==> src/design/mem_pkg.sv <==
package mem_pkg;

    localparam int ID_WIDTH        = 4;
    localparam int ADDR_WIDTH      = 16;  // byte address
    localparam int DATA_WIDTH      = 32;
    localparam int STRB_WIDTH      = DATA_WIDTH / 8;
    localparam int LEN_WIDTH       = 4;   // beats minus one

    localparam int MEM_WORDS       = 1024;
    localparam int WORD_ADDR_WIDTH = 10;

    // only fixed and incr are decoded, wrap falls through to incr
    localparam logic [1:0] BURST_FIXED = 2'd0;
    localparam logic [1:0] BURST_INCR  = 2'd1;

    localparam logic [1:0] RESP_OKAY   = 2'd0;
    localparam logic [1:0] RESP_SLVERR = 2'd2;

endpackage

==> src/design/mem_port_arbiter.sv <==
module mem_port_arbiter
    import mem_pkg::*;
(
    input  logic                       clk_i,
    input  logic                       reset_i,
    input  logic                       wr_req_i,
    input  logic [WORD_ADDR_WIDTH-1:0] wr_addr_i,
    input  logic [DATA_WIDTH-1:0]      wr_data_i,
    input  logic [STRB_WIDTH-1:0]      wr_strb_i,
    input  logic                       rd_req_i,
    input  logic [WORD_ADDR_WIDTH-1:0] rd_addr_i,
    input  logic [DATA_WIDTH-1:0]      sram_rdata_i,
    output logic                       wr_gnt_o,
    output logic                       rd_gnt_o,
    output logic                       rd_data_valid_o,
    output logic [DATA_WIDTH-1:0]      rd_data_o,
    output logic                       sram_en_o,
    output logic                       sram_we_o,
    output logic [WORD_ADDR_WIDTH-1:0] sram_addr_o,
    output logic [DATA_WIDTH-1:0]      sram_wdata_o,
    output logic [STRB_WIDTH-1:0]      sram_strb_o
);

    logic last_rd_q;  // set when the read engine won the most recent grant
    logic rd_pend_q;

    // on a tie the engine that did not win last time gets the port
    assign wr_gnt_o = wr_req_i && (!rd_req_i || last_rd_q);
    assign rd_gnt_o = rd_req_i && !wr_gnt_o;

    assign sram_en_o    = wr_gnt_o || rd_gnt_o;
    assign sram_we_o    = wr_gnt_o;
    assign sram_addr_o  = wr_gnt_o ? wr_addr_i : rd_addr_i;
    assign sram_wdata_o = wr_data_i;
    assign sram_strb_o  = wr_strb_i;

    assign rd_data_valid_o = rd_pend_q;
    assign rd_data_o       = sram_rdata_i;

    always_ff @(posedge clk_i) begin
        if (reset_i) begin
            last_rd_q <= 1'b0;
            rd_pend_q <= 1'b0;
        end else begin
            if (wr_gnt_o) begin
                last_rd_q <= 1'b0;
            end else if (rd_gnt_o) begin
                last_rd_q <= 1'b1;
            end
            rd_pend_q <= rd_gnt_o;  // bank data is registered, so mark it a cycle later
        end
    end

endmodule

==> config.mk <==
export PLATFORM = sky130hd
export DESIGN_NAME = mem_port_arbiter
export DESIGN_NICKNAME = d
export VERILOG_FILES = /design/src/design/mem_pkg.sv /design/src/design/mem_port_arbiter.sv
export SDC_FILE = /design/constraint.sdc
export NUM_CORES = 1
export LEC_CHECK = 0
export BUFFER_PORTS_ARGS = -buffer_cell sky130_fd_sc_hd__buf_2
export CORE_ASPECT_RATIO = 1.75
export CORE_MARGIN = 8
export CORE_UTILIZATION = 25
export DETAILED_ROUTE_END_ITERATION = 10
export PLACE_DENSITY = 0.94
export SYNTH_ARGS = -nofsm -noshare
export SYNTH_HDL_FRONTEND = slang
export SYNTH_SLANG_ARGS = --single-unit
==> constraint.sdc <==
create_clock -name clk_i -period 3 [get_ports clk_i]
set_input_delay 0.15 -clock clk_i [delete_from_list [all_inputs] [get_ports clk_i]]
set_output_delay 0.15 -clock clk_i [all_outputs]
set_load 0.02 [all_outputs]
==> impl_metrics.yaml <==
outcome:
  status: "finished, final reports clean"
layout:
  seqCellArea_um2: 40.0
  areaGrowthSynthToFinish_pct: -34.5
  antenna_cells: 0
  multiInputGateArea_um2: 184
  drive_above_1_share: 0.869
  n_fill_cell: 329
  instances_no_fill: 89
  nNetsFinal: 155
timing:
  skew_ns: 0.000587
  fin_crit_sh: 0.628
  final_hold_viol_count: 0
  final_max_slew_viol_count: 0
  tns_ns: 0
  finalSetupViolations: 0
  rsz0062_at_grt: "no"
  fin_crit_ns: 1.89
  fmax_ghz: 0.531
  slew_headroom: 0.487
  worst_pin_slew_ns: 0.769
worst_setup_path:
  critical_path_class: "flip-flop to output port"
  crit_path_end_kind: "output port"
  critical_path.startpoint_type: "flip-flop"
  cpMaxStageDelayCell: "o21ai_2"
  r2r_end: "rd_data_valid_o"
  regToRegStartpoint: "last_rd_q"
  rr_worst_depth: 2
  cp_max_fo: 11
  critPathArrivalTime_ns: 1.74
  crit_chain: "o21ai_2 > mux2_2 > buf_2"
  required_ns: 2.85
  r2r_slack_ns: 2.28
  cpPeakStageDelay_ns: 0.63
  cp-startpoint: "last_rd_q"
pwr:
  switching_power_uw: 65.9
  p_leak_uw: 0.000296
  seq_power_share: 0.137
  p_comb_frac: 0.383
  clkPwrFrac: 0.480
  p_int_uw: 155
  switching_share: 0.299
  ir_drop_v: 0.000248
  power.density_mw_per_mm2: 443
logic_synthesis:
  synth.area.top_cells: "buf_4, mux2_4, dfxtp_1"
  yosysWarnings: 0
  ys_ff_latch: 2
  synth_area_um2: 761
  synth_cells: 90
  synth_nets: 182
  synth.top_cell.area_share: 0.681
  avgSynthCellArea_um2: 8.45
  synth-seq-area-share: 0.0526
  synth_cell_types: 12
  synth.largest_area_cell: "buf_4"
cts:
  cts.repair.resized: 0
  ctsHoldBuffers: 0
  clock_tree.buffer_depth: 2
  path_clk_slew_ns: 0.03
  clock-sinks: 2
  htree_levels: 1
  clock_latency_ns: 0.21
  cts-root-buf: "clkbuf_8"
  tritoncts: "done"
  numCtsBuffers: 3
  cts_setup_buffers: 0
grt:
  track_usage: 0.0940
  grt_pass1_vias: 482
  grt_pass1_wl_um: 3240
  grt.busiest_layer: "met4"
  grtUsageMet2: 0.118
  antenna_found_initial: 0
  overflow: 0
  grt_max_degree: 12
  grt_use_met3: 0.114
  use_met1: 0.0393
min_path:
  hp-class: "input pin to flip-flop"
  hold_depth: 2
  hp-start: "reset_i"
  holdPathEnd: "rd_data_valid_o"
placement:
  place.gp.congestion: 0.666
  numPortBuffers: 38
  dp_cells: 86
route:
  drt_iter0_drc: 2
  drc_errors: 0
  ant_nets: 0
  vias: 429
  dr.pass1.iters: 2
  routed_via_density: 4.82
  wirelength_um: 2580
  avgRoutedWirePerCell_um: 29.0
floorplanning:
  dieArea_mm2: 0.00513
  ios: 175
  rows: 26
  coreArea_mm2: 0.00293
  die_x_um: 57.7
  initial_utilization: 0.260
  fp.dieH_um: 89.0
flow_run:
  cap_violations: 0
cells in the final DEF (no fill, tap or decap), drive strengths merged:
cell	synthesis	routed
inv	2	2
clkbuf	0	3
or2	1	1
dfxtp	2	2
a211oi	1	1
nor2	1	1
mux2	10	10
buf	70	38
nor2b	1	1
a21oi	1	1
o21ai	1	1
worst max path at each step:
stage	slack (ns)	cells after the start	to
after detailed placement	1.32	3	sram_addr_o[9]
after global routing	1.02	3	sram_addr_o[9]
final	1.11	3	sram_addr_o[9]
after floorplan	1.85	3	sram_addr_o[0]
after CTS	1.09	3	sram_addr_o[9]
after global placement	1.35	3	sram_addr_o[9]
layer usage:
layer,up-vias,wire [um],part of all wire
li1,155,-,-
met1,142,446,0.17
met3,51,825,0.32
met5,-,0,0
met2,81,905,0.35
met4,0,405,0.16
per-stage QoR:
step            util  setup slack, ns  total power (uW)  hold WS [ns]  area, um2
2_1_floorplan      -             1.85               217         0.222        761
3_3_place_gp   0.156             1.35               114         0.300        457
3_5_place_dp   0.156             1.32               116         0.300        457
4_1_cts        0.170             1.09               225         0.109        498
5_1_grt        0.170             1.02               234         0.114        498
6_report       0.170             1.11               221         0.113        498
sequential cells by signal (all words and copies together), names as in the netlist:
name and flops:
rd_data_valid_o 1, last_rd_q 1
cells by family (layout without fill, tap and decap cells):
kind of cell	count (synthesis)	after routing	synth area share
DFF	2	2	0.0526
and+or+nand+nor	3	3	0.0214
buffers and inverters	72	43	0.706
muxes	10	10	0.192
AOI/OAI and AO/OA	3	3	0.0280
worst max-delay path: cells and delay by family (launching register included):
family,cells,cell delay [ns]
AOI/OAI and AO/OA,1,0.63
muxes,1,0.40
DFF,1,0.33
buffers and inverters,1,0.16
area by class of cell:
cell class                      count  share of cell area
Clock buffer                        3              0.0829
Sequential cell                     2              0.0804
Timing Repair Buffer               38               0.382
Tap cell                           28              0.0704
Inverter                            2              0.0151
Multi-Input combinational cell     16               0.369
power by group through the flow:
| stage | Sequential [uW] | Combinational [uW] | Clock [uW] |
|---|---|---|---|
| 6_report | 30.2 | 84.5 | 106 |
| 5_1_grt | 30.4 | 90.9 | 112 |
| 4_1_cts | 30.2 | 86.0 | 109 |
| 3_5_place_dp | 30.5 | 85.9 | 0 |
| 3_3_place_gp | 30.3 | 84.2 | 0 |
| 2_1_floorplan | 31.3 | 186 | 0 |
synth_stat cells:
library cell,number
buf_4,69
mux2_4,9
dfxtp_1,2
inv_1,2
a211oi_1,1
a21oi_1,1
buf_6,1
mux2_2,1
nor2_1,1
nor2b_1,1
o21ai_2,1
or2_2,1
(Power assumes the default switching activity.)
