--- src/design/mem_pkg.sv ---
package mem_pkg;

    localparam int ID_WIDTH        = 4;
    localparam int ADDR_WIDTH      = 16;  // byte address
    localparam int DATA_WIDTH      = 32;
    localparam int STRB_WIDTH      = DATA_WIDTH / 8;
    localparam int LEN_WIDTH       = 4;   // beats minus one

    localparam int MEM_WORDS       = 1024;
    localparam int WORD_ADDR_WIDTH = 10;

    // only fixed and incr are decoded, wrap falls through to incr
    localparam logic [1:0] BURST_FIXED = 2'd0;
    localparam logic [1:0] BURST_INCR  = 2'd1;

    localparam logic [1:0] RESP_OKAY   = 2'd0;
    localparam logic [1:0] RESP_SLVERR = 2'd2;

endpackage

--- src/design/axi_write_engine.sv ---
module axi_write_engine
    import mem_pkg::*;
(
    input  logic                       clk_i,
    input  logic                       reset_i,
    input  logic                       aw_valid_i,
    input  logic [ID_WIDTH-1:0]        aw_id_i,
    input  logic [ADDR_WIDTH-1:0]      aw_addr_i,
    input  logic [LEN_WIDTH-1:0]       aw_len_i,
    input  logic [1:0]                 aw_burst_i,
    input  logic                       w_valid_i,
    input  logic [DATA_WIDTH-1:0]      w_data_i,
    input  logic [STRB_WIDTH-1:0]      w_strb_i,
    input  logic                       w_last_i,
    input  logic                       b_ready_i,
    input  logic                       wr_gnt_i,
    output logic                       aw_ready_o,
    output logic                       w_ready_o,
    output logic                       b_valid_o,
    output logic [ID_WIDTH-1:0]        b_id_o,
    output logic [1:0]                 b_resp_o,
    output logic                       wr_req_o,
    output logic [WORD_ADDR_WIDTH-1:0] wr_addr_o,
    output logic [DATA_WIDTH-1:0]      wr_data_o,
    output logic [STRB_WIDTH-1:0]      wr_strb_o
);

    typedef enum logic [1:0] {
        S_IDLE,
        S_DATA,
        S_RESP
    } state_t;

    state_t                state_q;
    logic                  init_q;
    logic                  err_q;
    logic [ID_WIDTH-1:0]   id_q;
    logic [ADDR_WIDTH-3:0] addr_q;  // word address, wide enough to see past the storage
    logic [ADDR_WIDTH-3:0] addr_next;
    logic [LEN_WIDTH-1:0]  len_q;
    logic [LEN_WIDTH-1:0]  beat_cnt_q;
    logic [1:0]            burst_q;
    logic                  beat_oor;
    logic                  last_beat;
    logic                  aw_fire;
    logic                  w_fire;
    logic                  b_fire;

    assign beat_oor  = addr_q >= MEM_WORDS;
    assign last_beat = beat_cnt_q == len_q;

    always_comb begin
        case (burst_q)
            BURST_FIXED: addr_next = addr_q;
            BURST_INCR:  addr_next = addr_q + 1'b1;
            default:     addr_next = addr_q + 1'b1;  // wrap steps like incr
        endcase
    end

    assign aw_ready_o = init_q && (state_q == S_IDLE);
    // in-range beats wait for the bank, dropped beats go one per cycle
    assign w_ready_o  = (state_q == S_DATA) && (beat_oor || wr_gnt_i);
    assign b_valid_o  = state_q == S_RESP;
    assign b_id_o     = id_q;
    assign b_resp_o   = err_q ? RESP_SLVERR : RESP_OKAY;

    assign wr_req_o  = (state_q == S_DATA) && w_valid_i && !beat_oor;
    assign wr_addr_o = addr_q[WORD_ADDR_WIDTH-1:0];
    assign wr_data_o = w_data_i;
    assign wr_strb_o = w_strb_i;

    assign aw_fire = aw_valid_i && aw_ready_o;
    assign w_fire  = w_valid_i && w_ready_o;
    assign b_fire  = b_valid_o && b_ready_i;

    always_ff @(posedge clk_i) begin
        if (reset_i) begin
            state_q <= S_IDLE;
            init_q  <= 1'b0;
            err_q   <= 1'b0;
        end else begin
            init_q <= 1'b1;  // holds the ready outputs low for one cycle after reset
            case (state_q)
                S_IDLE: begin
                    if (aw_fire) begin
                        state_q <= S_DATA;
                        err_q   <= 1'b0;
                    end
                end
                S_DATA: begin
                    if (w_fire) begin
                        // a misplaced wlast is reported like an out-of-range beat
                        if (beat_oor || (w_last_i != last_beat)) begin
                            err_q <= 1'b1;
                        end
                        if (last_beat) begin
                            state_q <= S_RESP;
                        end
                    end
                end
                S_RESP: begin
                    if (b_fire) begin
                        state_q <= S_IDLE;
                    end
                end
                default: state_q <= S_IDLE;
            endcase
        end
    end

    always_ff @(posedge clk_i) begin
        if (aw_fire) begin
            id_q       <= aw_id_i;
            addr_q     <= aw_addr_i[ADDR_WIDTH-1:2];
            len_q      <= aw_len_i;
            burst_q    <= aw_burst_i;
            beat_cnt_q <= '0;
        end else if (w_fire) begin
            addr_q     <= addr_next;
            beat_cnt_q <= beat_cnt_q + 1'b1;
        end
    end

endmodule

--- config.mk ---
export PLATFORM = sky130hd
export DESIGN_NAME = axi_write_engine
export DESIGN_NICKNAME = d
export VERILOG_FILES = /design/src/design/mem_pkg.sv /design/src/design/axi_write_engine.sv
export SDC_FILE = /design/constraint.sdc
export NUM_CORES = 1
export LEC_CHECK = 0
export ABC_CLOCK_PERIOD_IN_PS = 6600
export BUFFER_PORTS_ARGS = -buffer_cell sky130_fd_sc_hd__buf_2
export CAP_MARGIN = 20
export CELL_PAD_IN_SITES_DETAIL_PLACEMENT = 0
export CELL_PAD_IN_SITES_GLOBAL_PLACEMENT = 1
export CORE_MARGIN = 5
export CORE_UTILIZATION = 32
export CTS_CLUSTER_SIZE = 20
export DETAILED_ROUTE_END_ITERATION = 8
export PLACE_DENSITY_LB_ADDON = 0.15
export SETUP_SLACK_MARGIN = 0.3
export SLEW_MARGIN = 10
export SYNTH_ARGS = -nofsm -noshare
export SYNTH_HDL_FRONTEND = slang
export SYNTH_SLANG_ARGS = --single-unit
--- constraint.sdc ---
create_clock -name clk_i -period 6.6 [get_ports clk_i]
set_clock_uncertainty 0.15 [all_clocks]
set_input_delay 1.98 -clock clk_i [delete_from_list [all_inputs] [get_ports clk_i]]
set_output_delay 1.98 -clock clk_i [all_outputs]
set_load 0.01 [all_outputs]
==> metrics.txt <==
CTS Buffer Depth=2; critical path capture point type=output port; crit start category=input port; Setup Buffers After CTS=0; CTS H-tree lvls=2; Routed WL per cell=14.3 um; # rows=28; Synth area leader=edfxtp_1; number of synthesized flops with an enable pin=24; normalized max-slew margin=around 58%; Max rail drop VDD=between 0.08 and 0.09 mV; total negative slack=0 ps; Fillers=roughly 600; Tot Pwr=0.448 mW; total track usage=a little over a tenth; DR pass1 iterations=4; Syn Inst Count=192; CTS buffer count=5; outcome=finished, final reports clean; worst slew pin tran=625 ps; final core utilization=33.4%; drt total wl=just under 4000 um; hpwl dp=~3100 um; fin. max-slew vios=0; Post-CTS Resized=0; IO Pins=around 130; Mapped Area=between 1500 and 2000 sq um; RSZ-0062 raised after global routing=no; Max FO, Critical Path=3; Area contributors post-synth=edfxtp_1 38%, buf_4 19%, dfxtp_1 8.4%; clock root cell=clkbuf_8; synth unique cells=30; # setup viols final=0; Clock transition at path regs=~60 ps; Crit Path Category=input port to output port; Core ar.=5850 sq um; Post-synth ARST share=0%; Final period util=a little over two thirds; Yosys Warn Count=0; Arrival @ worst endpoint=between 2000 and 2500 ps; chip width=87.0 um; post-route ant nets=0; syn_area_per_cell=between 9 and 10 sq um; first-pass GRT wire length=roughly 6200 um; clock latency on the worst-skew pair=around 280 ps; register area share after synthesis=a little under half; Syn-to-layout area delta=2.90%; Top FF cell, synth=edfxtp_1; Vias/cell=4.48; # DRC=0; initial antenna violation count=0; largest net degree at the start of global routing=37; vias in the first global route=~1300; total grt overflow=0; layout cells sized above 1=between 20 and 30%; starting density of the core=approximately a third; Hold-fix buffers, CTS=0; CTS tree=yes; Yosys reg bits=32; Synth top area share=between 30% and 40%; Tmin final=roughly 4600 ps; CTS sink cnt=32; Final Hold Fails=0; via count=approximately 1200; DR iter-0 viols=56; leakage=0.777 nW; Final nets=270; GPL Wtd Cong=around 0.73; Die Area=7570 sq um; Die Y=87.0 um; FMAX=~220 MHz; Worst Path Required=between 4000 and 5000 ps; pwr dens=roughly 230 nW/um^2; Min-Delay Path Class=flip-flop to flip-flop; maxcap violations=0; IO Port Bufs=just under 50; # diodes=0; Post-Syn Nets=264
==> flip-flops by register name (all words and copies together) (netlist names) <==
signal / flops
init_q: 1
err_q: 1
beat_cnt_q: 4
burst_q: 2
addr_q: 14
b_id_o: 4
state_q: 2
len_q: 4
==> cell families (layout without fill, tap and decap cells) <==
family	count (synthesis)	after routing	share of synthesized area, %
xor gates and xnor gates	17	17	7.84
and+or+nand+nor	56	56	13.7
muxes	2	2	1.12
DFF	32	32	46.4
adders and majority gates	3	3	1.98
other	1	1	0.198
buffers and inverters	60	67	21.6
AOI/OAI and AO/OA	21	21	7.19
==> path summary, 6_finish.rpt <==
check	to	cells past startpoint	start	slack [ps]
setup / recovery	w_ready_o	4	wr_gnt_i	2020
hold / removal	state_q[0]	1	state_q[1]	370
setup reg to reg	addr_q[9]	4	addr_q[11]	4260
hold reg to reg	state_q[0]	1	state_q[1]	370
==> layout by cell type, fill, tap and decap left out, types with 2 or more instances in the layout <==
| cell | instances |
|---|---|
| buf_2 | 49 |
| edfxtp_1 | 24 |
| nand2_1 | 22 |
| xnor2_1 | 12 |
| o21ai_0 | 12 |
| nor2_1 | 11 |
| inv_1 | 8 |
| dfxtp_1 | 8 |
| nor3_1 | 6 |
| nand3_1 | 5 |
| xor2_1 | 5 |
| clkbuf_8 | 5 |
| nor3b_1 | 3 |
| nand4_1 | 3 |
| nor4_1 | 3 |
| ha_1 | 3 |
| a21oi_1 | 2 |
| clkbuf_1 | 2 |
| buf_4 | 2 |
==> worst max-delay path, stage by stage <==
cell and delay [ps]:
buf_2 110, nor2_1 50, nor3b_1 160, buf_2 160
==> cells in the mapped netlist, drive strengths merged, types with 5 or more instances <==
| library cell | n |
|---|---|
| o21ai | 13 |
| dfxtp | 8 |
| edfxtp | 24 |
| nand2 | 22 |
| xor2 | 5 |
| nor2 | 11 |
| xnor2 | 12 |
| inv | 8 |
| nor3 | 6 |
| buf | 51 |
| nand3 | 5 |
==> power by group <==
part	switching, mW	internal [mW]
Clock	0.0701	0.0733
Sequential	0.0127	0.234
Combinational	0.0311	0.0273
==> area by class of cell <==
class                           count  area, sq um  share of cell area, %
Multi-Input combinational cell    100          608                   31.1
Clock inverter                      1         3.75                  0.192
Inverter                            8         30.0                   1.54
Clock buffer                        7         76.3                   3.91
Tap cell                           75         93.8                   4.80
Timing Repair Buffer               51          260                   13.3
Sequential cell                    32          881                   45.1
==> layer usage <==
layer / part of all wire, % / vias to the layer above / GRT usage, % / wire [um]
met2: 47 / 59 / 17.0 / 1860
met1: 37 / 544 / 10.9 / 1460
met4: 1.7 / 0 / 3.82 / 68
li1: - / 608 / - / -
met3: 14 / 16 / 6.53 / 547
met5: 0 / - / 0 / 0
==> stage by stage <==
stage	setup WS, ps	hold slack (ps)	area [sq um]	std cells
CTS	2020	366	1950	274
floorplan	2150	300	1900	192
global placement	2020	336	1870	266
global route	1950	386	1950	274
detailed placement	2020	357	1870	266
finish	2020	368	1950	274
(Power assumes the default switching activity.)
