$ cat src/design/mem_pkg.sv
package mem_pkg;

    localparam int ID_WIDTH        = 4;
    localparam int ADDR_WIDTH      = 16;  // byte address
    localparam int DATA_WIDTH      = 32;
    localparam int STRB_WIDTH      = DATA_WIDTH / 8;
    localparam int LEN_WIDTH       = 4;   // beats minus one

    localparam int MEM_WORDS       = 1024;
    localparam int WORD_ADDR_WIDTH = 10;

    // only fixed and incr are decoded, wrap falls through to incr
    localparam logic [1:0] BURST_FIXED = 2'd0;
    localparam logic [1:0] BURST_INCR  = 2'd1;

    localparam logic [1:0] RESP_OKAY   = 2'd0;
    localparam logic [1:0] RESP_SLVERR = 2'd2;

endpackage

$ cat src/design/axi_read_engine.sv
module axi_read_engine
    import mem_pkg::*;
(
    input  logic                       clk_i,
    input  logic                       reset_i,
    input  logic                       ar_valid_i,
    input  logic [ID_WIDTH-1:0]        ar_id_i,
    input  logic [ADDR_WIDTH-1:0]      ar_addr_i,
    input  logic [LEN_WIDTH-1:0]       ar_len_i,
    input  logic [1:0]                 ar_burst_i,
    input  logic                       r_ready_i,
    input  logic                       rd_gnt_i,
    input  logic                       rd_data_valid_i,
    input  logic [DATA_WIDTH-1:0]      rd_data_i,
    output logic                       ar_ready_o,
    output logic                       r_valid_o,
    output logic [ID_WIDTH-1:0]        r_id_o,
    output logic [DATA_WIDTH-1:0]      r_data_o,
    output logic [1:0]                 r_resp_o,
    output logic                       r_last_o,
    output logic                       rd_req_o,
    output logic [WORD_ADDR_WIDTH-1:0] rd_addr_o
);

    logic                  init_q;
    logic                  busy_q;
    logic                  inflight_q;  // a beat was issued last cycle and lands now
    logic                  inflight_err_q;
    logic                  out_valid_q;
    logic                  out_err_q;
    logic [DATA_WIDTH-1:0] out_data_q;
    logic [ID_WIDTH-1:0]   id_q;
    logic [ADDR_WIDTH-3:0] addr_q;
    logic [ADDR_WIDTH-3:0] addr_next;
    logic [LEN_WIDTH-1:0]  len_q;
    logic [1:0]            burst_q;
    logic [LEN_WIDTH:0]    issue_cnt_q;
    logic [LEN_WIDTH-1:0]  ret_cnt_q;
    logic                  beat_oor;
    logic                  slot_free;
    logic                  issue;
    logic                  arrive;
    logic                  ar_fire;
    logic                  r_fire;

    always_comb begin
        case (burst_q)
            BURST_FIXED: addr_next = addr_q;
            BURST_INCR:  addr_next = addr_q + 1'b1;
            default:     addr_next = addr_q + 1'b1;
        endcase
    end

    assign beat_oor = addr_q >= MEM_WORDS;
    // the output register must be free by the time the result comes back
    assign slot_free = busy_q && (issue_cnt_q <= {1'b0, len_q}) && !inflight_q &&
                       (!out_valid_q || r_ready_i);
    assign issue     = slot_free && (beat_oor || rd_gnt_i);
    assign arrive    = inflight_q && (inflight_err_q || rd_data_valid_i);

    assign rd_req_o  = slot_free && !beat_oor;
    assign rd_addr_o = addr_q[WORD_ADDR_WIDTH-1:0];

    assign ar_ready_o = init_q && !busy_q;
    assign r_valid_o  = out_valid_q;
    assign r_id_o     = id_q;
    assign r_data_o   = out_data_q;
    assign r_resp_o   = out_err_q ? RESP_SLVERR : RESP_OKAY;
    assign r_last_o   = out_valid_q && (ret_cnt_q == len_q);

    assign ar_fire = ar_valid_i && ar_ready_o;
    assign r_fire  = r_valid_o && r_ready_i;

    always_ff @(posedge clk_i) begin
        if (reset_i) begin
            init_q      <= 1'b0;
            busy_q      <= 1'b0;
            inflight_q  <= 1'b0;
            out_valid_q <= 1'b0;
        end else begin
            init_q     <= 1'b1;
            inflight_q <= issue;
            if (ar_fire) begin
                busy_q <= 1'b1;
            end else if (r_fire && r_last_o) begin
                busy_q <= 1'b0;
            end
            if (arrive) begin
                out_valid_q <= 1'b1;
            end else if (r_fire) begin
                out_valid_q <= 1'b0;
            end
        end
    end

    always_ff @(posedge clk_i) begin
        if (ar_fire) begin
            id_q        <= ar_id_i;
            addr_q      <= ar_addr_i[ADDR_WIDTH-1:2];
            len_q       <= ar_len_i;
            burst_q     <= ar_burst_i;
            issue_cnt_q <= '0;
            ret_cnt_q   <= '0;
        end else begin
            if (issue) begin
                addr_q      <= addr_next;
                issue_cnt_q <= issue_cnt_q + 1'b1;
            end
            if (r_fire) begin
                ret_cnt_q <= ret_cnt_q + 1'b1;
            end
        end
        if (issue) begin
            inflight_err_q <= beat_oor;
        end
        if (arrive) begin
            out_data_q <= inflight_err_q ? '0 : rd_data_i;  // out-of-range beats read as zero
            out_err_q  <= inflight_err_q;
        end
    end

endmodule

$ cat config.mk
export PLATFORM = sky130hd
export DESIGN_NAME = axi_read_engine
export DESIGN_NICKNAME = d
export VERILOG_FILES = /design/src/design/mem_pkg.sv /design/src/design/axi_read_engine.sv
export SDC_FILE = /design/constraint.sdc
export NUM_CORES = 1
export LEC_CHECK = 0
export CAP_MARGIN = 10
export CORE_MARGIN = 1.5
export CORE_UTILIZATION = 40
export DETAILED_ROUTE_END_ITERATION = 6
export DONT_BUFFER_PORTS = 1
export GPL_TIMING_DRIVEN = 0
export PLACE_DENSITY = 0.66
export SYNTH_ARGS = -nofsm -noshare
export SYNTH_HDL_FRONTEND = slang
export SYNTH_SLANG_ARGS = --single-unit
$ cat constraint.sdc
create_clock -name clk_i -period 2.8 [get_ports clk_i]
set_input_delay 0.14 -clock clk_i [delete_from_list [all_inputs] [get_ports clk_i]]
set_output_delay 0.14 -clock clk_i [all_outputs]
set_load 0.02 [all_outputs]
==> results of run 1 <==
[layout make-up]
type	instances	area [um2]
plain buffers	18	113
clock buffers	9	124
clock inverters	6	52.6
fillers	657	3660
inverters	10	37.5
multi-input cells	149	945
flip-flops and latches	71	2000
well taps	99	124
repair buffers	29	308
[final timing paths]
| path | from | end | slack, ns | cells past startpoint |
|---|---|---|---|---|
| setup reg to reg | len_q[2]$_DFFE_PP_ | addr_q[11]$_DFFE_PP_ | 0.26 | 7 |
| hold / removal | ar_addr_i[14] | addr_q[12]$_DFFE_PP_ | 0.02 | 2 |
| setup / recovery | len_q[2]$_DFFE_PP_ | addr_q[11]$_DFFE_PP_ | 0.26 | 7 |
| hold reg to reg | issue_cnt_q[4]$_SDFFE_PP0P_ | issue_cnt_q[4]$_SDFFE_PP0P_ | 0.49 | 2 |
[synthesized netlist by cell type, types with 2 or more instances]
cell and count:
ha_1 8, a21oi_1 4, buf_4 12, nand4_1 3
buf_1 2, and3_1 2, o21ai_0 17, xnor2_1 6
xor2_1 13, nand3_1 7, dfxtp_1 13, edfxtp_1 58
inv_1 10, nor2b_1 33, mux2i_1 2, nor2_1 6
nand2_1 31, clkbuf_1 4
[metal layers]
layer,global-route usage (%),routed length (um),share of wire [%]
met4,6.64,83,1.4
met1,17.6,2590,44
met5,0,0,0
met2,22.9,2760,47
met3,5.44,416,7.1
[worst max-delay path: stages (launching register included)]
cell and delay [ns]:
edfxtp_1 0.41, inv_1 0.08, ha_1 0.23, a21o_1 0.16
a221o_1 0.39, a21oi_4 0.27, o21ai_0 0.13, nand2_1 0.49
[where the power goes]
part | switching, uW | internal [uW]
logic | 130 | 118
registers | 76.8 | 1220
clock network | 358 | 396
total | 565 | 1730
[per-stage QoR]
step / hold slack, ns / total power [uW] / std cells
finish: 0.0189 / 2300 / 391
global route: 0.00411 / 2410 / 391
CTS: 0.00261 / 2330 / 390
detailed placement: 0.216 / 1530 / 347
global placement: 0.213 / 1530 / 347
floorplan: 0.209 / 1480 / 248
[placed cells by master (no fill, tap or decap), drive strengths merged, types with 2 or more instances in the layout]
| cell | Yosys | routed |
|---|---|---|
| buf | 14 | 15 |
| a21oi | 5 | 5 |
| and3 | 2 | 2 |
| nand3 | 7 | 7 |
| ha | 8 | 8 |
| xnor2 | 6 | 6 |
| clkinv | 0 | 5 |
| edfxtp | 58 | 58 |
| dfxtp | 13 | 13 |
| nor2 | 6 | 6 |
| and4 | 2 | 2 |
| xor2 | 13 | 13 |
| nor2b | 33 | 33 |
| mux2i | 2 | 2 |
| clkbuf | 4 | 13 |
| nand2 | 31 | 31 |
| o21ai | 17 | 17 |
| inv | 10 | 10 |
| dlygate4sd3 | 0 | 28 |
| nand4 | 3 | 3 |
[flip-flops by register name (all words and copies together) (netlist names)]
register and count:
r_data_o 32, r_id_o 4, r_valid_o 1, out_err_q 1
ret_cnt_q 4, len_q 4, inflight_q 1, burst_q 2
issue_cnt_q 5, addr_q 14, busy_q 1, inflight_err_q 1
init_q 1
[timing repair]
item / 4_1_cts / 5_1_grt
hold endpoints to repair: 30 / 0
buffers inserted: 0 / 0
resized for setup: 0 / 0
hold buffers: 28 / 0
[cell families after synthesis]
| family | Yosys count |
|---|---|
| AND/OR/NAND/NOR | 91 |
| buffers and inverters | 28 |
| other | 1 |
| AO/OA/AOI/OAI | 28 |
| multiplexers | 2 |
| flip-flops | 71 |
| adder cells (fa/ha/maj) | 8 |
| XOR/XNOR | 19 |
==> run metrics, run 1 <==
CP Launch Type=flop; GRT overflow=0; Synth Cell Area=between 0.003 and 0.004 mm2; worst-skew pair later-pin latency=0.33 ns; post-place setup slack=0.274 ns; Max Fclk=394 MHz; Vias=1917; Post-DRT Antenna Nets=0; syn_area_per_cell=12.5 um2; HP Class=in2reg; FF+latch count, synth=71; largest net degree at the start of global routing=34; post-synthesis simple-gate area fraction=15.5%; drt pass-1 iters=4; Clock Path Buffers=2; mux contribution to synthesized area=0.646%; setup_tns=0 ns; clock root buffer master=clkbuf_8; CTS tree=built; via count of the first global-routing pass=1856; Die Height=91.0 um; setup ws final=approximately 0.26 ns; Syn Inst Count=248; max_slew headroom=between 20% and 30%; Setup Skew=approximately 0.0087 ns; Iteration-0 DRC Markers=47; initial core utilization=42.0%; Synth Net Count=320; clk sink count=71; Setup Crit Path Kind=reg2reg; max cap viols=0; Max Transition Viols Final=0; Yosys cell types=35; gr usage total=14.5%; Post-synth EDFFs=58; min Tclk post-route=2.54 ns; IO Count=116; synth top area cells=edfxtp_1, dfxtp_1, nor2b_1; Final Setup Violations=0; GP Congestion=about 0.76; static leakage=0.00135 uW; status=complete, no violations; Clock Pin Slew Worst Setup and Hold Paths=~0.070 ns; IO buf count=0; Crit Path Max Fanout=14; period utilization=90.7%; Req. time, crit path=2.76 ns; Remaining DRCs=0; RSZ-0062 raised after global routing=false; vias per inst=a little under 5; Seq/Total Area, Yosys=64.6%; Max VDD drop=0.272 mV; XOR/XNOR Fraction of Synth Area=5.37%; Post-synth top flop=edfxtp_1; # nets final=360; main combinational cell family by area after synthesis=simple AND/OR/NAND/NOR gates; Yosys top cell area share=56.2%; final hold viol count=0; YS warnings=0; initial antenna violation count=0; die footprint=0.00828 mm2; final WL=5850 um; Pwr Density=620 mW/mm2; post-detail-place hpwl=3990 um; Crit path arrival time=~2.5 ns; # rows=31; Synth Area in Adders=3.23%; synthesis-to-layout area growth=19.6%; # H-tree levels=3; post-synthesis compound-gate area fraction=between 5 and 6%; share of layout cells above drive strength 1=10.6%; fin util=between 50 and 60%; share of synthesized registers carrying an async set or reset=0%; # diodes=0; crit path capture type=flop; measured slew at the worst slew-check pin=1.15 ns; top cell type by total area after synthesis=edfxtp_1; dpl cell area=0.00322 mm2; die width=between 90 and 100 um; cts bufs inserted=9; core area=between 0.007 and 0.008 mm2; per-cell routed wire length=15.0 um; Finished Cell Area=roughly 0.0037 mm2; first-pass GRT wire length=a little over 9000 um
Power figures use the tool's default switching activity.
==> run 2: changes to the inputs <==
--- a/config.mk
+++ b/config.mk
@@ -11,7 +11,8 @@
 export DETAILED_ROUTE_END_ITERATION = 6
 export DONT_BUFFER_PORTS = 1
 export GPL_TIMING_DRIVEN = 0
-export PLACE_DENSITY = 0.66
+export MAX_ROUTING_LAYER = met4
+export PLACE_DENSITY = 0.68
 export SYNTH_ARGS = -nofsm -noshare
 export SYNTH_HDL_FRONTEND = slang
 export SYNTH_SLANG_ARGS = --single-unit
==> constraint.sdc (replaced) <==
create_clock -name clk_i -period 2.3 [get_ports clk_i]
set_input_delay 0.115 -clock clk_i [delete_from_list [all_inputs] [get_ports clk_i]]
set_output_delay 0.115 -clock clk_i [all_outputs]
set_load 0.1 [all_outputs]
==> run 2 against run 1 <==
  * The flow now finishes with violations (setup timing)
  * Sequential share of layout area shrank 4.9 points
  * Setup slack got worse by 0.58 ns
  * Clock-buffer cell count is the same
  * Via count rose by 5.6%
  * Cell count increased by 7.4%
  * Total power increased by 33%
  * Worst hold slack got worse by 0.015 ns
  * Wire length is 8.7% higher
  * Cell area grew 9.9%
  * Non-clock buffer count grew 28
  * Clock power rose by 13%
  * Critical path depth decreased by 2
  * Critical path type is now reg2out
  * Critical endpoint is now rd_req_o
  * Largest power group unchanged
==> run metrics, run 2 (synthesized netlist as in run 1, its figures left out) <==
status=finished with violations; violated checks=setup timing; # nets final=approximately 390; Clock Power Share=28.0%; via count of the first global-routing pass=2050; # diodes=0; Max Transition Viols Final=0; GP Congestion=0.774; Clock Pin Slew Worst Setup and Hold Paths=roughly 0.08 ns; Crit Path Max Fanout=2; sequential power share=55.5%; static leakage=~0.0015 uW; IO Count=116; cts bufs inserted=9; CP Launch Type=flop; Final Power=3060 uW; Iteration-0 DRC Markers=48; setup_tns=-0.324 ns; Pwr Density=751 mW/mm2; core area=0.00737 mm2; Post-DRT Antenna Nets=0; # rows=31; # H-tree levels=3; first-pass GRT wire length=between 10000 and 15000 um; final hold viol count=0; initial antenna violation count=0; max_slew headroom=25.8%; final WL=6360 um; Req. time, crit path=2.18 ns; drt pass-1 iters=4; clock root buffer master=clkbuf_8; clk sink count=approximately 70; Die Height=slightly above 90 um; die footprint=0.00828 mm2; Min-Delay Path Depth=2; synthesis-to-layout area growth=31.5%; Clock Path Buffers=2; Cell Int Power=2070 uW; Setup Skew=0.00885 ns; Max Fclk=381 MHz; die width=91.0 um; Crit path arrival time=2.51 ns; commonest cells after routing, fill and taps aside=edfxtp_1, dlygate4sd3_1, nor2b_1; worst hold margin=approximately 0.0037 ns; setup ws final=-0.324 ns; commonest non-fill, non-tap cell in the layout=edfxtp_1; CTS tree=built; HP Class=in2reg; crit path capture type=output pin; period utilization=114%; per-cell routed wire length=15.1 um; worst-skew pair later-pin latency=0.33 ns; largest net degree at the start of global routing=34; NetSw=985 uW; share of layout cells above drive strength 1=16.8%; RSZ-0062 raised after global routing=true; GRT overflow=0; Setup Crit Path Kind=reg2out; vias per inst=4.82; Remaining DRCs=0; measured slew at the worst slew-check pin=1.11 ns; gr usage total=16.3%; Final Setup Violations=1; Vias=slightly above 2000; max cap viols=0; Sw Share=between 30% and 40%; Max VDD drop=0.406 mV; Largest register FFs=32; min Tclk post-route=2.62 ns; IO buf count=0; post-detail-place hpwl=4290 um; post-place setup slack=-0.371 ns; Combinational Power Share=16.6%; initial core utilization=42.0%; reg2reg path depth=9
[run 2: final cells by class]
type | count | area [um2]
Buffer | 18 | 119
Multi-Input combinational cell | 149 | 1010
Clock buffer | 9 | 124
Timing Repair Buffer | 57 | 603
Clock inverter | 7 | 47.5
Tap cell | 99 | 124
Sequential cell | 71 | 2000
Fill cell | 628 | 3300
Inverter | 10 | 37.5
[run 2: worst paths after layout]
path	start	end	slack [ns]
max reg2reg	len_q[3]$_DFFE_PP_	addr_q[2]$_DFFE_PP_	0.09
min reg2reg	ret_cnt_q[3]$_SDFFE_PP0P_	ret_cnt_q[3]$_SDFFE_PP0P_	0.51
max	len_q[3]$_DFFE_PP_	rd_req_o	-0.32
min	ar_addr_i[15]	addr_q[13]$_DFFE_PP_	0.004
[run 2: power groups by stage]
stage / registers, uW / clock network, uW / logic, uW
floorplan: 1700 / 0 / 355
global placement: 1720 / 0 / 389
detailed placement: 1720 / 0 / 400
CTS: 1700 / 891 / 502
global route: 1710 / 939 / 546
finish: 1700 / 855 / 506
[run 2: timing repair]
action,in CTS,in global routing
setup endpoints to repair,34,42
hold buffers,47,2
endpoints found under the hold margin,50,2
pin swaps,8,2
gates resized for setup,10,5
setup buffers,6,0
[run 2: routing by layer]
layer	vias up	global-route usage [%]	wire length [um]
met1	949	17.6	2590
met4	0	4.69	58
met5	-	-	0
li1	983	-	-
met3	4	6.37	432
met2	88	27.7	3270
[run 2: per-stage QoR]
stage | utilization [%] | cell area, um2 | std cells
after detailed placement | 44.6 | 3280 | 348
after global placement | 44.2 | 3260 | 347
after CTS | 54.7 | 4030 | 417
after global routing | 55.3 | 4070 | 420
after floorplan | - | 3130 | 248
final | 55.3 | 4070 | 420
[run 2: critical path, stage by stage (launching register included)]
cell,delay (ns)
edfxtp_1,0.43
inv_2,0.09
ha_4,0.19
and3_4,0.17
a221o_1,0.34
a211oi_4,0.94
==> run 3: changes to the inputs <==
--- a/config.mk
+++ b/config.mk
@@ -13,6 +13,7 @@
 export GPL_TIMING_DRIVEN = 0
 export MAX_ROUTING_LAYER = met4
 export PLACE_DENSITY = 0.68
+export SETUP_SLACK_MARGIN = 0.1
 export SYNTH_ARGS = -nofsm -noshare
 export SYNTH_HDL_FRONTEND = slang
 export SYNTH_SLANG_ARGS = --single-unit
==> run 3 against run 2 <==
  * The run still ends with setup timing left
  * Clock power up 11%
  * Total power up 3.6%
  * Via count up 2.6%
  * Clock skew down 0.0026 ns
  * Register-to-register slack about the same
  * Core utilization up 1.2 points
  * Critical path type unchanged
==> run metrics, run 3 (synthesized netlist as in run 1, its figures left out) <==
status=finished with violations; violated checks=setup timing; gr usage total=16.2%; dpl cell area=0.00329 mm2; die width=91.0 um; Crit Path Max Fanout=2; Clock Path Buffers=2; clk sink count=71; static leakage=about 0.0015 uW; GR Layer Usage met3=5.28%; CP Launch Type=flop; measured slew at the worst slew-check pin=~1.1 ns; Setup Skew=0.00623 ns; initial antenna violation count=0; setup_tns=-0.329 ns; CP bufs+invs=1; combined area of the multi-input logic cells=0.00102 mm2; GRT met1 Usage=18.0%; commonest cells after routing, fill and taps aside=edfxtp_1, dlygate4sd3_1, nor2b_1; setup ws final=-0.329 ns; max cap viols=0; worst-skew pair later-pin latency=0.34 ns; Max Transition Viols Final=0; synthesis-to-layout area growth=34.3%; Post-DRT Antenna Nets=0; Top delay family on crit path=compound AO/OA/AOI/OAI gates; period utilization=114%; share of layout cells above drive strength 1=17.7%; post-detail-place hpwl=4100 um; die footprint=around 0.0083 mm2; Req. time, crit path=2.18 ns; GRT overflow=0; GP Congestion=0.807; IO Count=116; Final Power=approximately 3200 uW; Max VDD drop=around 0.42 mV; Die Height=91.0 um; Max Fclk=~380 MHz; Largest register FFs=32; first-pass GRT wire length=10000 um; Clock Pin Slew Worst Setup and Hold Paths=0.08 ns; max_slew headroom=25.4%; per-cell routed wire length=14.9 um; HP Class=in2reg; Crit path arrival time=roughly 2.5 ns; crit path capture type=output pin; core area=0.00737 mm2; fin util=between 50 and 60%; Setup Crit Path Kind=reg2out; # nets final=394; FILL cells=about 610; clock root buffer master=clkbuf_8; critical path cell sequence=inv_1 > ha_1 > and3_4 > a221o_1 > a211oi_4; Remaining DRCs=0; # H-tree levels=3; vias per inst=4.88; commonest non-fill, non-tap cell in the layout=edfxtp_1; Pwr Density=761 mW/mm2; Iteration-0 DRC Markers=64; Finished Cell Area=0.00416 mm2; largest net degree at the start of global routing=34; Vias=slightly above 2000; final hold viol count=0; most used routing layer=met2; # diodes=0; Final Setup Violations=1; IO buf count=0; initial core utilization=between 40% and 50%; routing usage on met2=25.7%; min Tclk post-route=2.63 ns; RSZ-0062 raised after global routing=true; cts bufs inserted=9; via count of the first global-routing pass=1993; final WL=6340 um; # rows=31; register cell area after layout=0.00200 mm2; post-place setup slack=-0.393 ns; largest stage delay on the critical path=roughly 0.94 ns; drt pass-1 iters=4; CTS tree=built; critical path's slowest cell=a211oi_4
## run 3: cell count changes in the layout (fill, tap and decap cells not counted), sizes merged
cell         delta
buf             +2
bufinv          +1
clkbuf          +1
clkinv          +2
clkinvlp        -2
dlygate4sd3     +3
inv             -1
## run 3: cell type report
| cell class | instances | share of cell area, % |
|---|---|---|
| Multi-Input combinational cell | 149 | 24.5 |
| Clock buffer | 9 | 2.98 |
| Tap cell | 99 | 2.98 |
| Timing Repair Buffer | 63 | 16.1 |
| Clock inverter | 7 | 1.53 |
| Buffer | 18 | 2.86 |
| Inverter | 10 | 0.903 |
| Sequential cell | 71 | 48.2 |
## run 3: power by group
part	leakage, uW	internal (uW)	switching, uW
sequential	0.000647	1480	214
clock	0.0000924	491	456
combinational	0.000786	212	309
total	0.00152	2190	979
## run 3: worst paths after layout
kind / startpoint / endpoint / slack, ns / cells past startpoint
setup / recovery: len_q[1]$_DFFE_PP_ / rd_req_o / -0.33 / 5
setup reg to reg: len_q[1]$_DFFE_PP_ / addr_q[9]$_DFFE_PP_ / 0.08 / 9
hold reg to reg: issue_cnt_q[4]$_SDFFE_PP0P_ / issue_cnt_q[4]$_SDFFE_PP0P_ / 0.50 / 2
hold / removal: rd_data_i[12] / r_data_o[12]$_SDFFCE_PP0P_ / 0.009 / 1
## run 3: timing repair
item / 4_1_cts / 5_1_grt
gates resized for setup: 11 / 7
buffers inserted: 5 / 4
endpoints found under the hold margin: 54 / 1
hold buffers: 51 / 1
endpoints found under the setup margin: 44 / 41
pin swaps: 4 / 4
cloned: 0 / 1
## run 3: metal layers
metal	up-vias	wire (um)
li1	1002	-
met1	971	2630
met2	93	3150
met3	11	417
met4	0	137
met5	-	0
## run 3: metrics by stage
| step | instances | hold slack, ns |
|---|---|---|
| floorplan | 248 | 0.177 |
| global placement | 347 | 0.179 |
| detailed placement | 348 | 0.183 |
| CTS | 420 | 0.00498 |
| global route | 426 | 0.0162 |
| finish | 426 | 0.00873 |
